File: config.mk
export PLATFORM = sky130hd
export DESIGN_NAME = gloves_keeper_top
export DESIGN_NICKNAME = d
export VERILOG_FILES = /design/src/keeper_pkg.sv /design/src/gloves_keeper_top.sv /design/src/keeper_overlay.sv /design/src/shot_judge.sv /design/src/keeper_round_fsm.sv
export SDC_FILE = /design/constraint.sdc
export NUM_CORES = 1
export LEC_CHECK = 0
export BUFFER_PORTS_ARGS = -buffer_cell sky130_fd_sc_hd__buf_4
export CORE_MARGIN = 2
export CORE_UTILIZATION = 50
export DETAILED_ROUTE_END_ITERATION = 10
export HOLD_SLACK_MARGIN = 0.05
export PLACE_DENSITY_LB_ADDON = 0.05
export REMOVE_ABC_BUFFERS = 1
export SLEW_MARGIN = 20
export SYNTH_ARGS = -nofsm -noshare
export SYNTH_HDL_FRONTEND = slang
export SYNTH_SLANG_ARGS = --single-unit
File: constraint.sdc
create_clock -name clk -period 2.5 [get_ports clk]
set_input_delay 0.25 -clock clk [delete_from_list [all_inputs] [get_ports clk]]
set_output_delay 0.25 -clock clk [all_outputs]
set_load 0.01 [all_outputs]
File: src/keeper_pkg.sv
////////////////////////////////////////////////////////////////////////////
// Shared types and constants of the goalkeeper stage.
// Holds the game and round encodings, the shot, cursor and video structs,
// the target box geometry, the phase colours and the default durations.
// Files refer to these by scoped names.
////////////////////////////////////////////////////////////////////////////

package keeper_pkg;

    localparam int TICK_W = 26;  // wide enough for the 0.5 s window at 65 MHz

    // defaults for a 65 MHz pixel clock
    localparam logic [TICK_W-1:0] COUNTDOWN_TICKS_DEF = 26'd32_500_000;  // 0.5 s
    localparam logic [TICK_W-1:0] SHOW_TICKS_DEF      = 26'd16_250_000;  // 0.25 s

    // target box geometry
    localparam int unsigned BOX_SIZE      = 100;
    localparam logic [9:0]  SHOT_Y_MAX    = 10'd767;
    localparam logic [9:0]  EDGE_X_RIGHT  = 10'd1000;
    localparam logic [9:0]  EDGE_Y_BOTTOM = 10'd738;

    localparam logic [11:0] COLOR_TARGET = 12'h0_0_F;  // blue
    localparam logic [11:0] COLOR_GOAL   = 12'hF_0_0;  // red
    localparam logic [11:0] COLOR_SAVE   = 12'h0_F_0;  // green

    typedef enum logic [1:0] {
        GS_MENU,
        GS_SHOOTER,
        GS_KEEPER,
        GS_OVER
    } game_state_t;

    typedef enum logic [2:0] {
        PH_IDLE,
        PH_ENGAGE,
        PH_COUNTDOWN,
        PH_RESULT,
        PH_GOAL,
        PH_SAVE,
        PH_TERMINATE
    } keeper_phase_t;

    typedef enum logic {
        V_GOAL,
        V_SAVE
    } verdict_t;

    // opponent's shot in screen coordinates
    typedef struct packed {
        logic [9:0] x;
        logic [9:0] y;
    } shot_t;

    // glove position
    typedef struct packed {
        logic [11:0] x;
        logic [11:0] y;
    } cursor_t;

    typedef struct packed {
        logic [10:0] hcount;
        logic [10:0] vcount;
        logic        hsync;
        logic        vsync;
        logic        hblnk;
        logic        vblnk;
    } vga_timing_t;

    typedef struct packed {
        vga_timing_t timing;
        logic [11:0] rgb;
    } vga_pixel_t;

    typedef struct packed {
        logic is_scored;
        logic round_done;
        logic end_gk;
    } keeper_status_t;

endpackage
File: src/gloves_keeper_top.sv
////////////////////////////////////////////////////////////////////////////
// Goalkeeper stage of the two-player penalty game.
// Connects the round sequencer, the shot judge and the video overlay.
// Durations are parameters so that simulation can shorten the round.
////////////////////////////////////////////////////////////////////////////

`timescale 1ns/1ns

module gloves_keeper_top #(
    parameter logic [keeper_pkg::TICK_W-1:0] COUNTDOWN_TICKS = keeper_pkg::COUNTDOWN_TICKS_DEF,
    parameter logic [keeper_pkg::TICK_W-1:0] SHOW_TICKS      = keeper_pkg::SHOW_TICKS_DEF
) (
    input  logic                       clk,
    input  logic                       rst,
    input  keeper_pkg::game_state_t    game_state,
    input  logic                       enemy_done,   // opponent has fired
    input  keeper_pkg::shot_t          shot,
    input  keeper_pkg::cursor_t        cursor,
    input  keeper_pkg::vga_pixel_t     pix_in,
    output keeper_pkg::vga_pixel_t     pix_out,
    output keeper_pkg::keeper_status_t status
);

    keeper_pkg::keeper_phase_t phase;
    keeper_pkg::shot_t         saved_shot;
    keeper_pkg::verdict_t      verdict;

    keeper_round_fsm #(
        .COUNTDOWN_TICKS (COUNTDOWN_TICKS),
        .SHOW_TICKS      (SHOW_TICKS)
    ) u_round_fsm (
        .clk        (clk),
        .rst        (rst),
        .game_state (game_state),
        .enemy_done (enemy_done),
        .verdict    (verdict),
        .phase      (phase),
        .status     (status)
    );

    shot_judge u_shot_judge (
        .clk        (clk),
        .rst        (rst),
        .phase      (phase),
        .shot       (shot),
        .cursor     (cursor),
        .saved_shot (saved_shot),
        .verdict    (verdict)
    );

    keeper_overlay u_overlay (
        .clk        (clk),
        .rst        (rst),
        .phase      (phase),
        .saved_shot (saved_shot),
        .pix_in     (pix_in),
        .pix_out    (pix_out)
    );

endmodule

File: src/keeper_overlay.sv
////////////////////////////////////////////////////////////////////////////
// Target box overlay on the video stream.
// Two register stages: the first samples the pixel and decides whether it
// falls in the box during a painted phase, the second swaps the colour.
// Every timing field leaves exactly two cycles after it entered.
////////////////////////////////////////////////////////////////////////////

`timescale 1ns/1ns

module keeper_overlay (
    input  logic                      clk,
    input  logic                      rst,
    input  keeper_pkg::keeper_phase_t phase,
    input  keeper_pkg::shot_t         saved_shot,
    input  keeper_pkg::vga_pixel_t    pix_in,
    output keeper_pkg::vga_pixel_t    pix_out
);

    keeper_pkg::vga_pixel_t pix_s1;
    logic                   paint_s1;
    logic [11:0]            color_s1;
    logic [10:0]            box_x_hi;
    logic [10:0]            box_y_hi;
    logic                   in_box;
    logic                   painted_phase;
    logic [11:0]            phase_color;

    assign box_x_hi = {1'b0, saved_shot.x} + 11'(keeper_pkg::BOX_SIZE);
    assign box_y_hi = {1'b0, saved_shot.y} + 11'(keeper_pkg::BOX_SIZE);

    assign in_box = (pix_in.timing.hcount >= {1'b0, saved_shot.x}) &&
                    (pix_in.timing.hcount <= box_x_hi) &&
                    (pix_in.timing.vcount >= {1'b0, saved_shot.y}) &&
                    (pix_in.timing.vcount <= box_y_hi);

    always_comb begin
        painted_phase = 1'b1;
        case (phase)
            keeper_pkg::PH_COUNTDOWN: phase_color = keeper_pkg::COLOR_TARGET;
            keeper_pkg::PH_GOAL:      phase_color = keeper_pkg::COLOR_GOAL;
            keeper_pkg::PH_SAVE:      phase_color = keeper_pkg::COLOR_SAVE;
            default: begin
                painted_phase = 1'b0;
                phase_color   = pix_in.rgb;  // box not shown
            end
        endcase
    end

    // stage one
    always_ff @(posedge clk) begin
        if (rst) begin
            pix_s1   <= '0;
            paint_s1 <= 1'b0;
            color_s1 <= '0;
        end else begin
            pix_s1   <= pix_in;
            paint_s1 <= in_box && painted_phase;
            color_s1 <= phase_color;
        end
    end

    // stage two
    always_ff @(posedge clk) begin
        if (rst) begin
            pix_out <= '0;
        end else begin
            pix_out.timing <= pix_s1.timing;
            pix_out.rgb    <= paint_s1 ? color_s1 : pix_s1.rgb;
        end
    end

    // sync comes out exactly two cycles late
    sync_delay: assert property (@(posedge clk) disable iff (rst)
        !$past(rst, 1) && !$past(rst, 2) |->
        {pix_out.timing.hsync, pix_out.timing.vsync} ==
        $past({pix_in.timing.hsync, pix_in.timing.vsync}, 2));

endmodule

File: src/shot_judge.sv
////////////////////////////////////////////////////////////////////////////
// Shot register and goal or save decision.
// Loads the opponent's shot with y clamped while the round is engaged,
// holds it through the result display and judges it against the glove.
////////////////////////////////////////////////////////////////////////////

`timescale 1ns/1ns

module shot_judge (
    input  logic                      clk,
    input  logic                      rst,
    input  keeper_pkg::keeper_phase_t phase,
    input  keeper_pkg::shot_t         shot,
    input  keeper_pkg::cursor_t       cursor,
    output keeper_pkg::shot_t         saved_shot,
    output keeper_pkg::verdict_t      verdict
);

    keeper_pkg::shot_t shot_clamped;
    logic [11:0]       box_x_hi;
    logic [11:0]       box_y_hi;
    logic              on_edge;
    logic              glove_hit;

    always_comb begin
        shot_clamped.x = shot.x;  // a 10-bit x is always on screen
        if (shot.y > keeper_pkg::SHOT_Y_MAX) begin
            shot_clamped.y = keeper_pkg::SHOT_Y_MAX;
        end else begin
            shot_clamped.y = shot.y;
        end
    end

    always_ff @(posedge clk) begin
        case (phase)
            keeper_pkg::PH_ENGAGE: begin
                saved_shot <= shot_clamped;  // follows the shot until it is fired
            end
            keeper_pkg::PH_COUNTDOWN,
            keeper_pkg::PH_RESULT,
            keeper_pkg::PH_GOAL,
            keeper_pkg::PH_SAVE: begin
                saved_shot <= saved_shot;
            end
            default: begin
                saved_shot <= '0;
            end
        endcase
    end

    assign box_x_hi = {2'b00, saved_shot.x} + 12'(keeper_pkg::BOX_SIZE);
    assign box_y_hi = {2'b00, saved_shot.y} + 12'(keeper_pkg::BOX_SIZE);

    // shots on the frame edges are always saved
    assign on_edge = (saved_shot.x == 10'd0) ||
                     (saved_shot.x == keeper_pkg::EDGE_X_RIGHT) ||
                     (saved_shot.y == 10'd0) ||
                     (saved_shot.y == keeper_pkg::EDGE_Y_BOTTOM);

    assign glove_hit = (cursor.x >= {2'b00, saved_shot.x}) && (cursor.x <= box_x_hi) &&
                       (cursor.y >= {2'b00, saved_shot.y}) && (cursor.y <= box_y_hi);

    always_comb begin
        if (on_edge || glove_hit) begin
            verdict = keeper_pkg::V_SAVE;
        end else begin
            verdict = keeper_pkg::V_GOAL;
        end
    end

    saved_y_clamped: assert property (@(posedge clk) disable iff (rst)
        saved_shot.y <= keeper_pkg::SHOT_Y_MAX);

endmodule

File: src/keeper_round_fsm.sv
////////////////////////////////////////////////////////////////////////////
// Round sequencer of the goalkeeper stage.
// Walks idle, engage, countdown, result, goal or save and terminate with
// one shared duration counter. Status bits are registered with the phase
// so they cover exactly the goal, save and end-of-round cycles.
////////////////////////////////////////////////////////////////////////////

`timescale 1ns/1ns

module keeper_round_fsm #(
    parameter logic [keeper_pkg::TICK_W-1:0] COUNTDOWN_TICKS = keeper_pkg::COUNTDOWN_TICKS_DEF,
    parameter logic [keeper_pkg::TICK_W-1:0] SHOW_TICKS      = keeper_pkg::SHOW_TICKS_DEF
) (
    input  logic                       clk,
    input  logic                       rst,
    input  keeper_pkg::game_state_t    game_state,
    input  logic                       enemy_done,
    input  keeper_pkg::verdict_t       verdict,
    output keeper_pkg::keeper_phase_t  phase,
    output keeper_pkg::keeper_status_t status
);

    keeper_pkg::keeper_phase_t     phase_nxt;
    keeper_pkg::keeper_status_t    status_nxt;
    logic [keeper_pkg::TICK_W-1:0] tick_cnt;
    logic [keeper_pkg::TICK_W-1:0] tick_cnt_nxt;
    logic                          timed;
    logic                          countdown_over;
    logic                          show_over;

    assign countdown_over = (tick_cnt == COUNTDOWN_TICKS);
    assign show_over      = (tick_cnt == SHOW_TICKS);

    // phases that run on the duration counter
    assign timed = (phase == keeper_pkg::PH_COUNTDOWN) ||
                   (phase == keeper_pkg::PH_GOAL)      ||
                   (phase == keeper_pkg::PH_SAVE)      ||
                   (phase == keeper_pkg::PH_TERMINATE);

    always_ff @(posedge clk) begin
        if (rst) begin
            phase    <= keeper_pkg::PH_IDLE;
            status   <= '0;
            tick_cnt <= '0;
        end else begin
            phase    <= phase_nxt;
            status   <= status_nxt;
            tick_cnt <= tick_cnt_nxt;
        end
    end

    always_comb begin
        phase_nxt = phase;
        case (phase)
            keeper_pkg::PH_IDLE: begin
                if (game_state == keeper_pkg::GS_KEEPER) begin
                    phase_nxt = keeper_pkg::PH_ENGAGE;
                end
            end
            keeper_pkg::PH_ENGAGE: begin  // wait for the opponent's shot
                if (game_state != keeper_pkg::GS_KEEPER) begin
                    phase_nxt = keeper_pkg::PH_IDLE;
                end else if (enemy_done) begin
                    phase_nxt = keeper_pkg::PH_COUNTDOWN;
                end
            end
            keeper_pkg::PH_COUNTDOWN: begin
                if (countdown_over) begin
                    phase_nxt = keeper_pkg::PH_RESULT;
                end
            end
            keeper_pkg::PH_RESULT: begin
                if (verdict == keeper_pkg::V_SAVE) begin
                    phase_nxt = keeper_pkg::PH_SAVE;
                end else begin
                    phase_nxt = keeper_pkg::PH_GOAL;
                end
            end
            keeper_pkg::PH_GOAL,
            keeper_pkg::PH_SAVE: begin
                if (show_over) begin
                    phase_nxt = keeper_pkg::PH_TERMINATE;
                end
            end
            keeper_pkg::PH_TERMINATE: begin
                if (show_over) begin
                    phase_nxt = keeper_pkg::PH_IDLE;
                end
            end
            default: begin
                phase_nxt = keeper_pkg::PH_IDLE;  // illegal encoding
            end
        endcase
    end

    always_comb begin
        // restart on every phase change
        if (!timed || (phase_nxt != phase)) begin
            tick_cnt_nxt = '0;
        end else begin
            tick_cnt_nxt = tick_cnt + 1'b1;
        end

        status_nxt.is_scored  = (phase_nxt == keeper_pkg::PH_GOAL);
        status_nxt.round_done = (phase_nxt == keeper_pkg::PH_GOAL) ||
                                (phase_nxt == keeper_pkg::PH_SAVE);
        status_nxt.end_gk     = (phase == keeper_pkg::PH_TERMINATE) &&
                                (phase_nxt == keeper_pkg::PH_IDLE);
    end

    // end pulse lasts a single cycle
    end_gk_single: assert property (@(posedge clk) disable iff (rst)
        status.end_gk |=> !status.end_gk);

    scored_in_round: assert property (@(posedge clk) disable iff (rst)
        status.is_scored |-> status.round_done);

endmodule

==> results of run 1 <==
-- synthesized netlist by cell type (4+ instances only) --
cell      instances
nand2b_1          9
a21oi_1          35
a21o_1           10
nor4b_1           5
edfxtp_1         20
inv_1            32
or4_1             4
nor2b_1          78
and2_1            4
and3_1           18
mux2i_1          14
ha_1             81
xnor2_1          21
nor3_1           19
clkbuf_1         13
a31oi_1           5
nand4_1          16
nor2_1           71
buf_1             4
xor2_1           16
dfxtp_1         121
a211oi_1          5
o21a_1           11
nor4_1            6
nand4b_1          6
nand3_1          26
o21ai_0          16
nor4bb_1          4
nand2_1          30
-- state kept, by name, indices dropped and copies added, names as in the netlist --
name	cells
u_shot_judge.saved_shot	20
u_overlay.paint_s1	1
u_round_fsm.status	3
u_overlay.pix_s1	38
u_overlay.color_s1	12
u_round_fsm.tick_cnt	26
u_overlay.pix_out	38
u_round_fsm.phase	3
-- what timing repair did --
item                       CTS  global route
resized for setup           18            13
hold endpoints to repair     9             0
pin swaps                   18            20
setup endpoints to repair    3             3
setup buffers                4             3
hold buffers                 9             0
-- worst max-delay path by stage --
| stage | from | to | slack (ns) |
|---|---|---|---|
| after floorplan | u_shot_judge.saved_shot[12]$_SDFFCE_PN0N_ | u_round_fsm.phase[0]$_SDFF_PP0_ | -0.16 |
| final | u_shot_judge.saved_shot[3]$_SDFFCE_PN0N_ | u_round_fsm.phase[0]$_SDFF_PP0_ | -0.17 |
| after global placement | u_shot_judge.saved_shot[12]$_SDFFCE_PN0N_ | u_round_fsm.phase[0]$_SDFF_PP0_ | -0.11 |
| after CTS | u_shot_judge.saved_shot[13]$_SDFFCE_PN0N_ | u_round_fsm.phase[0]$_SDFF_PP0_ | -0.18 |
| after detailed placement | u_shot_judge.saved_shot[12]$_SDFFCE_PN0N_ | u_round_fsm.phase[0]$_SDFF_PP0_ | -0.35 |
| after global routing | u_shot_judge.saved_shot[3]$_SDFFCE_PN0N_ | u_round_fsm.phase[0]$_SDFF_PP0_ | -0.28 |
-- layout make-up --
type / instances / area [um^2]
Fill cell: 1152 / 4516
Timing Repair Buffer: 181 / 1409
Clock inverter: 10 / 102.6
Inverter: 32 / 120.1
Clock buffer: 21 / 481.7
Tap cell: 180 / 225.2
Multi-Input combinational cell: 545 / 4004
Sequential cell: 141 / 3023
-- placed cells by master (no fill, tap or decap), types with 4 or more instances in the layout --
master and count:
nor3_1 16, dlygate4sd3_1 9, nand4_1 16, nor2b_1 78, o21ai_0 15, a211oi_1 5
nor2_1 71, ha_1 76, a21o_1 10, or4_1 4, clkbuf_16 18, buf_6 4
dfxtp_1 121, nand3_1 24, nand4b_1 6, nor4_1 5, o21a_1 11, nor4bb_1 4
nor4b_1 5, nand2b_1 8, a21oi_1 32, buf_4 167, xnor2_1 18, mux2i_1 14
edfxtp_1 20, and3_1 17, a31oi_1 5, nand2_1 28, xor2_1 16, inv_1 32
-- where the power goes --
part	leakage (nW)	internal [mW]	switching, mW
clock	0.282	1.49	0.988
combinational	2.45	1.44	1.55
sequential	1.23	2.58	0.186
total	3.96	5.50	2.73
-- layer usage --
layer	share of wire, %	GRT usage [%]
met1	42	27.37
met2	50	41.06
met3	5.5	5.673
met4	2.8	10.44
met5	0	0
-- metrics by stage --
step           setup slack [ns]  power (mW)
2_1_floorplan           -0.1645       4.429
5_1_grt                 -0.2785       8.755
3_3_place_gp            -0.1064       5.410
6_report                -0.1697       8.231
3_5_place_dp            -0.3496       5.528
4_1_cts                 -0.1777       8.172
-- worst max-delay path: cells and delay by family (launching register included) --
family,cells,cell delay [ns]
AOI/OAI and AO/OA,6,1.17
adders and majority gates,2,0.46
DFF,1,0.41
and+or+nand+nor,3,0.37
xor gates and xnor gates,1,0.13
-- cells by family (layout without fill, tap and decap cells) --
family | after synthesis | after routing | synth area share (%)
buffers and inverters | 54 | 244 | 3.017
AND/OR/NAND/NOR | 308 | 308 | 23.98
XOR/XNOR | 37 | 37 | 4.570
adder cells (fa/ha/maj) | 81 | 81 | 14.29
flip-flops | 141 | 141 | 42.63
AO/OA/AOI/OAI | 105 | 105 | 9.545
multiplexers | 14 | 14 | 1.976
==> results.sh, run 1 <==
export IMPL_outcome="complete, but fails checks"
export IMPL_violations="setup timing"
export IMPL_syn_area_mm2=0.007092
export IMPL_fin_skew_ns=0.009941
export IMPL_yosysSeqAreaShare_pct=42.63
export IMPL_worst_ir_drop_vdd_uv=613.9
export IMPL_clk_pin_slew_ns=0.06
export IMPL_nets=1086
export IMPL_fin_util_pct=67.47
export IMPL_antenna_cells=0
export IMPL_drcViolationCount=0
export IMPL_coreArea_mm2=0.01388
export IMPL_worstHoldPathCells=3
export IMPL_start_kind="flop"
export IMPL_slew_headroom_pct=46.80
export IMPL_critPathKind="reg -> reg"
export IMPL_place_area_mm2=0.008474
export IMPL_cts_buffers=17
export IMPL_fin_crit_ns=2.670
export IMPL_ys_warn_count=0
export IMPL_crit_required_ns=2.81
export IMPL_htree_levels=4
export IMPL_worst_endpoint_arrival_ns=2.98
export IMPL_drtIter0Drc=238
export IMPL_slowest_delay_ns=0.41
export IMPL_drv_cap=0
export IMPL_setup_tns_ns=-0.1923
export IMPL_die_x_um=123.1
export IMPL_cp_slowest_cell="edfxtp_1"
export IMPL_synthCells=740
export IMPL_r2r_start="u_shot_judge.saved_shot[3]$_SDFFCE_PN0N_"
export IMPL_synth_cell_type_count=56
export IMPL_design_area_mm2=0.009365
export IMPL_hold_class="in -> reg"
export IMPL_synth_enable_flop_cells=20
export IMPL_hold_worst_slack_ns=0.05747
export IMPL_final_antenna_net_count=0
export IMPL_tightest_slew_ns=0.7968
export IMPL_antenna_found_initial=0
export IMPL_setup_ws_ns=-0.1697
export IMPL_rsz0062_at_grt="true"
export IMPL_leakage_nw=3.965
export IMPL_wl_mm=17.28
export IMPL_synthToLayoutAreaGrowth_pct=32.06
export IMPL_cts_root_buf="clkbuf_16"
export IMPL_firstDrtPassIters=5
export IMPL_path_max_fanout=3
export IMPL_layout_drive_gt1_share_pct=24.73
export IMPL_clockBufferDepth=2
export IMPL_vias=5938
export IMPL_setup_viol_count_final=2
export IMPL_synth_largest_area_cell="dfxtp_1"
export IMPL_die_h_um=123.1
export IMPL_grtUsageTotal_pct=23.54
export IMPL_clock_latency_ns=0.43
export IMPL_stdcell_count=1110
export IMPL_path_cells="ha_2, a21oi_2, nand2_1, nand2_2, xnor2_2, ha_4, a21oi_2, a21boi_1, o31ai_1, a31oi_1, nand2b_1, a2111oi_2"
export IMPL_min_from="pix_in[27]"
export IMPL_hold_end="u_overlay.pix_s1[27]$_SDFF_PP0_"
export IMPL_drv_slew=0
export IMPL_fp_dieArea_mm2=0.01515
export IMPL_synth_top_area_share_pct=34.16
export IMPL_end_kind="flop"
export IMPL_grt_max_degree=56
export IMPL_overflow=0
export IMPL_path_common_cell="a21oi_2"
export IMPL_viasPerCell=5.350
export IMPL_wire_per_inst_um=15.56
export IMPL_ys_async_sr_fraction_pct=0
export IMPL_synth_area_leaders="dfxtp_1 (34%), ha_1 (14%), edfxtp_1 (8.5%), nor2b_1 (6.9%), nor2_1 (3.8%)"
export IMPL_p_per_area_mw_per_mm2=878.8
export IMPL_place_congestion=0.9435
export IMPL_hpwl_mm=13.07
export IMPL_grt_pass1_vias=5811
export IMPL_reg2reg_to="u_round_fsm.phase[0]$_SDFF_PP0_"
export IMPL_postSynthAreaPerCell_um2=9.584
export IMPL_fmax_ghz=0.3746
export IMPL_grt_pass1_wl_mm=27.36
export IMPL_placementRows=43
export IMPL_ys_seq_elements=141
export IMPL_io_buffers=127
export IMPL_synth_top_flop_cell="dfxtp_1"
export IMPL_cts_tree="done"
export IMPL_dp_cells=1063
export IMPL_initial_core_util_pct=51.09
export IMPL_cts_sinks=141
export IMPL_reg2reg_slack_ns=-0.17
export IMPL_r2r_cells=12
export IMPL_io_pins=128
export IMPL_hold_viol_final=0
export IMPL_finalCritPeriodShare_pct=106.8
(Power assumes the default switching activity.)
==> inputs of run 2 (changes only) <==
Settings changed: SETUP_SLACK_MARGIN from default to 0.4.
==> run 2 against run 1 <==
Compared with the run above: the run still ends with setup timing left; clock-buffer cell count unchanged; non-clock buffer count rose by 6; sequential cell count did not move; total power is 0.97% higher; utilization increased by 0.91 points; sequential power about the same; first-iteration DRC count decreased by 2.1%; sequential share of layout area is 0.42 points lower; combinational power is 2% higher; clock skew about the same; critical path depth is the same; highest routed layer unchanged.
==> results.sh, run 2 (synthesis gave the netlist of run 1 again) <==
export IMPL_outcome="complete, but fails checks"
export IMPL_violations="setup timing"
export IMPL_die_x_um=123.1
export IMPL_end_kind="flop"
export IMPL_coreArea_mm2=0.01388
export IMPL_grt_pass1_vias=5807
export IMPL_stdcell_count=1116
export IMPL_hold_viol_final=0
export IMPL_wl_met3_um=905
export IMPL_setup_viol_count_final=3
export IMPL_antenna_found_initial=0
export IMPL_die_h_um=123.1
export IMPL_power_share_clock_pct=29.8
export IMPL_final_antenna_net_count=0
export IMPL_p_per_area_mw_per_mm2=875.6
export IMPL_drcViolationCount=0
export IMPL_wl_mm=17.52
export IMPL_fmax_ghz=0.3704
export IMPL_reg2reg_to="u_round_fsm.phase[0]$_SDFF_PP0_"
export IMPL_viasPerCell=5.391
export IMPL_fp_dieArea_mm2=0.01515
export IMPL_tightest_slew_ns=0.7995
export IMPL_setup_tns_ns=-0.2122
export IMPL_place_area_mm2=0.008474
export IMPL_route_met2_wl_mm=8.581
export IMPL_leakage_nw=4.032
export IMPL_hpwl_mm=13.07
export IMPL_drv_cap=0
export IMPL_synthToLayoutAreaGrowth_pct=33.84
export IMPL_critical_path_startpoint="u_shot_judge.saved_shot[13]$_SDFFCE_PN0N_"
export IMPL_grtUsageTotal_pct=23.55
export IMPL_r2r_cells=12
export IMPL_io_buffers=127
export IMPL_critPathKind="reg -> reg"
export IMPL_grt_pass1_wl_mm=27.39
export IMPL_setup_ws_ns=-0.1996
export IMPL_design_area_mm2=0.009492
export IMPL_cts_sinks=141
export IMPL_wl_met1_mm=7.457
export IMPL_final_cell_mix="buf_4 (172), dfxtp_1 (120), nor2b_1 (78)"
export IMPL_worst_endpoint_arrival_ns=3.02
export IMPL_fin_util_pct=68.38
export IMPL_nFillCells=1130
export IMPL_antenna_cells=0
export IMPL_finalCritPeriodShare_pct=108.0
export IMPL_drv_slew=0
export IMPL_fin_crit_ns=2.700
export IMPL_cts_tree="done"
export IMPL_start_kind="flop"
export IMPL_path_max_fanout=3
export IMPL_vias=6016
export IMPL_crit_required_ns=2.82
export IMPL_p_seq_share_pct=33.3
export IMPL_grt_max_degree=56
export IMPL_clockBufferDepth=2
export IMPL_p_int_mw=5.542
export IMPL_place_congestion=0.9435
export IMPL_worst_ir_drop_vdd_uv=602.1
export IMPL_highest_layer="met4"
export IMPL_crit_path_end="u_round_fsm.phase[0]$_SDFF_PP0_"
export IMPL_clk_pin_slew_ns=0.06
export IMPL_slew_headroom_pct=46.63
export IMPL_final_common_cell="buf_4"
export IMPL_placementRows=43
export IMPL_switching_share_pct=33.32
export IMPL_wire_per_inst_um=15.70
export IMPL_overflow=0
export IMPL_initial_core_util_pct=51.09
export IMPL_hold_class="in -> reg"
export IMPL_htree_levels=4
export IMPL_drtIter0Drc=233
export IMPL_pwr_share_comb_pct=36.8
export IMPL_cts_buffers=17
export IMPL_cts_root_buf="clkbuf_16"
export IMPL_nets=1092
export IMPL_dp_cells=1063
export IMPL_io_pins=128
export IMPL_firstDrtPassIters=5
export IMPL_layout_drive_gt1_share_pct=26.39
export IMPL_switchingPower_mw=2.769
export IMPL_r2r_start="u_shot_judge.saved_shot[13]$_SDFFCE_PN0N_"
export IMPL_reg2reg_slack_ns=-0.20
export IMPL_rsz0062_at_grt="true"
export IMPL_fin_skew_ns=0.01044
export IMPL_reg_top3="u_overlay.pix_out x38, u_overlay.pix_s1 x38, u_round_fsm.tick_cnt x26"
export IMPL_clock_latency_ns=0.43
-- run 2: how the worst min path moves through the flow --
| stage | cells past startpoint | start | endpoint | slack (ns) |
|---|---|---|---|---|
| floorplan | 1 | rst | u_overlay.pix_s1[16]$_SDFF_PP0_ | 0.32 |
| detailed placement | 1 | u_overlay.pix_s1[18]$_SDFF_PP0_ | u_overlay.pix_out[18]$_SDFF_PP0_ | 0.42 |
| CTS | 3 | pix_in[27] | u_overlay.pix_s1[27]$_SDFF_PP0_ | 0.05 |
| global route | 2 | pix_in[7] | u_overlay.pix_s1[7]$_SDFF_PP0_ | 0.05 |
| global placement | 1 | u_overlay.pix_s1[30]$_SDFF_PP0_ | u_overlay.pix_out[30]$_SDFF_PP0_ | 0.42 |
| finish | 3 | pix_in[27] | u_overlay.pix_s1[27]$_SDFF_PP0_ | 0.05 |
-- run 2: final cells by class --
| class | count | area (um^2) | share of cell area (%) |
|---|---|---|---|
| multi-input cells | 545 | 4080 | 42.99 |
| flip-flops and latches | 141 | 3024 | 31.86 |
| repair buffers | 187 | 1458 | 15.36 |
| clock buffers | 21 | 481.7 | 5.075 |
| well taps | 180 | 225.2 | 2.373 |
| inverters | 32 | 120.1 | 1.265 |
| clock inverters | 10 | 102.6 | 1.081 |
-- run 2: what timing repair did --
item,CTS,global route
endpoints found under the hold margin,9,0
hold buffers,9,0
buffers inserted,7,6
resized for setup,24,25
pin swaps,20,21
endpoints found under the setup margin,28,29
-- run 2: metrics by stage --
stage | power (mW) | setup slack, ns | hold WS [ns]
CTS | 8.207 | -0.1724 | 0.05101
detailed placement | 5.528 | -0.3496 | 0.4212
global route | 8.816 | -0.3697 | 0.05253
floorplan | 4.429 | -0.1645 | 0.3167
global placement | 5.410 | -0.1064 | 0.4190
finish | 8.311 | -0.1996 | 0.05380
-- run 2: worst max-delay path, cell delays in order (launching register included) --
cell,delay [ns]
edfxtp_1,0.44
ha_2,0.22
a21oi_2,0.14
nand2_1,0.09
nand2_2,0.08
xnor2_2,0.07
ha_1,0.28
nand4b_1,0.16
nor4_1,0.31
mux2i_1,0.14
and4_1,0.24
o21a_1,0.13
a2111oi_2,0.29
-- run 2: power groups by stage --
stage | Clock (mW) | Sequential (mW) | Combinational (mW)
after floorplan | 0 | 2.79 | 1.64
after global placement | 0 | 2.78 | 2.63
after detailed placement | 0 | 2.79 | 2.74
after CTS | 2.52 | 2.76 | 2.93
after global routing | 2.62 | 2.80 | 3.39
final | 2.48 | 2.77 | 3.06
-- run 2: per-layer routing --
metal  up-vias  track usage, %
met5         -               0
met4         0           11.08
met3        45           5.720
met2       162           40.75
met1      2822           27.39
li1       2987               -
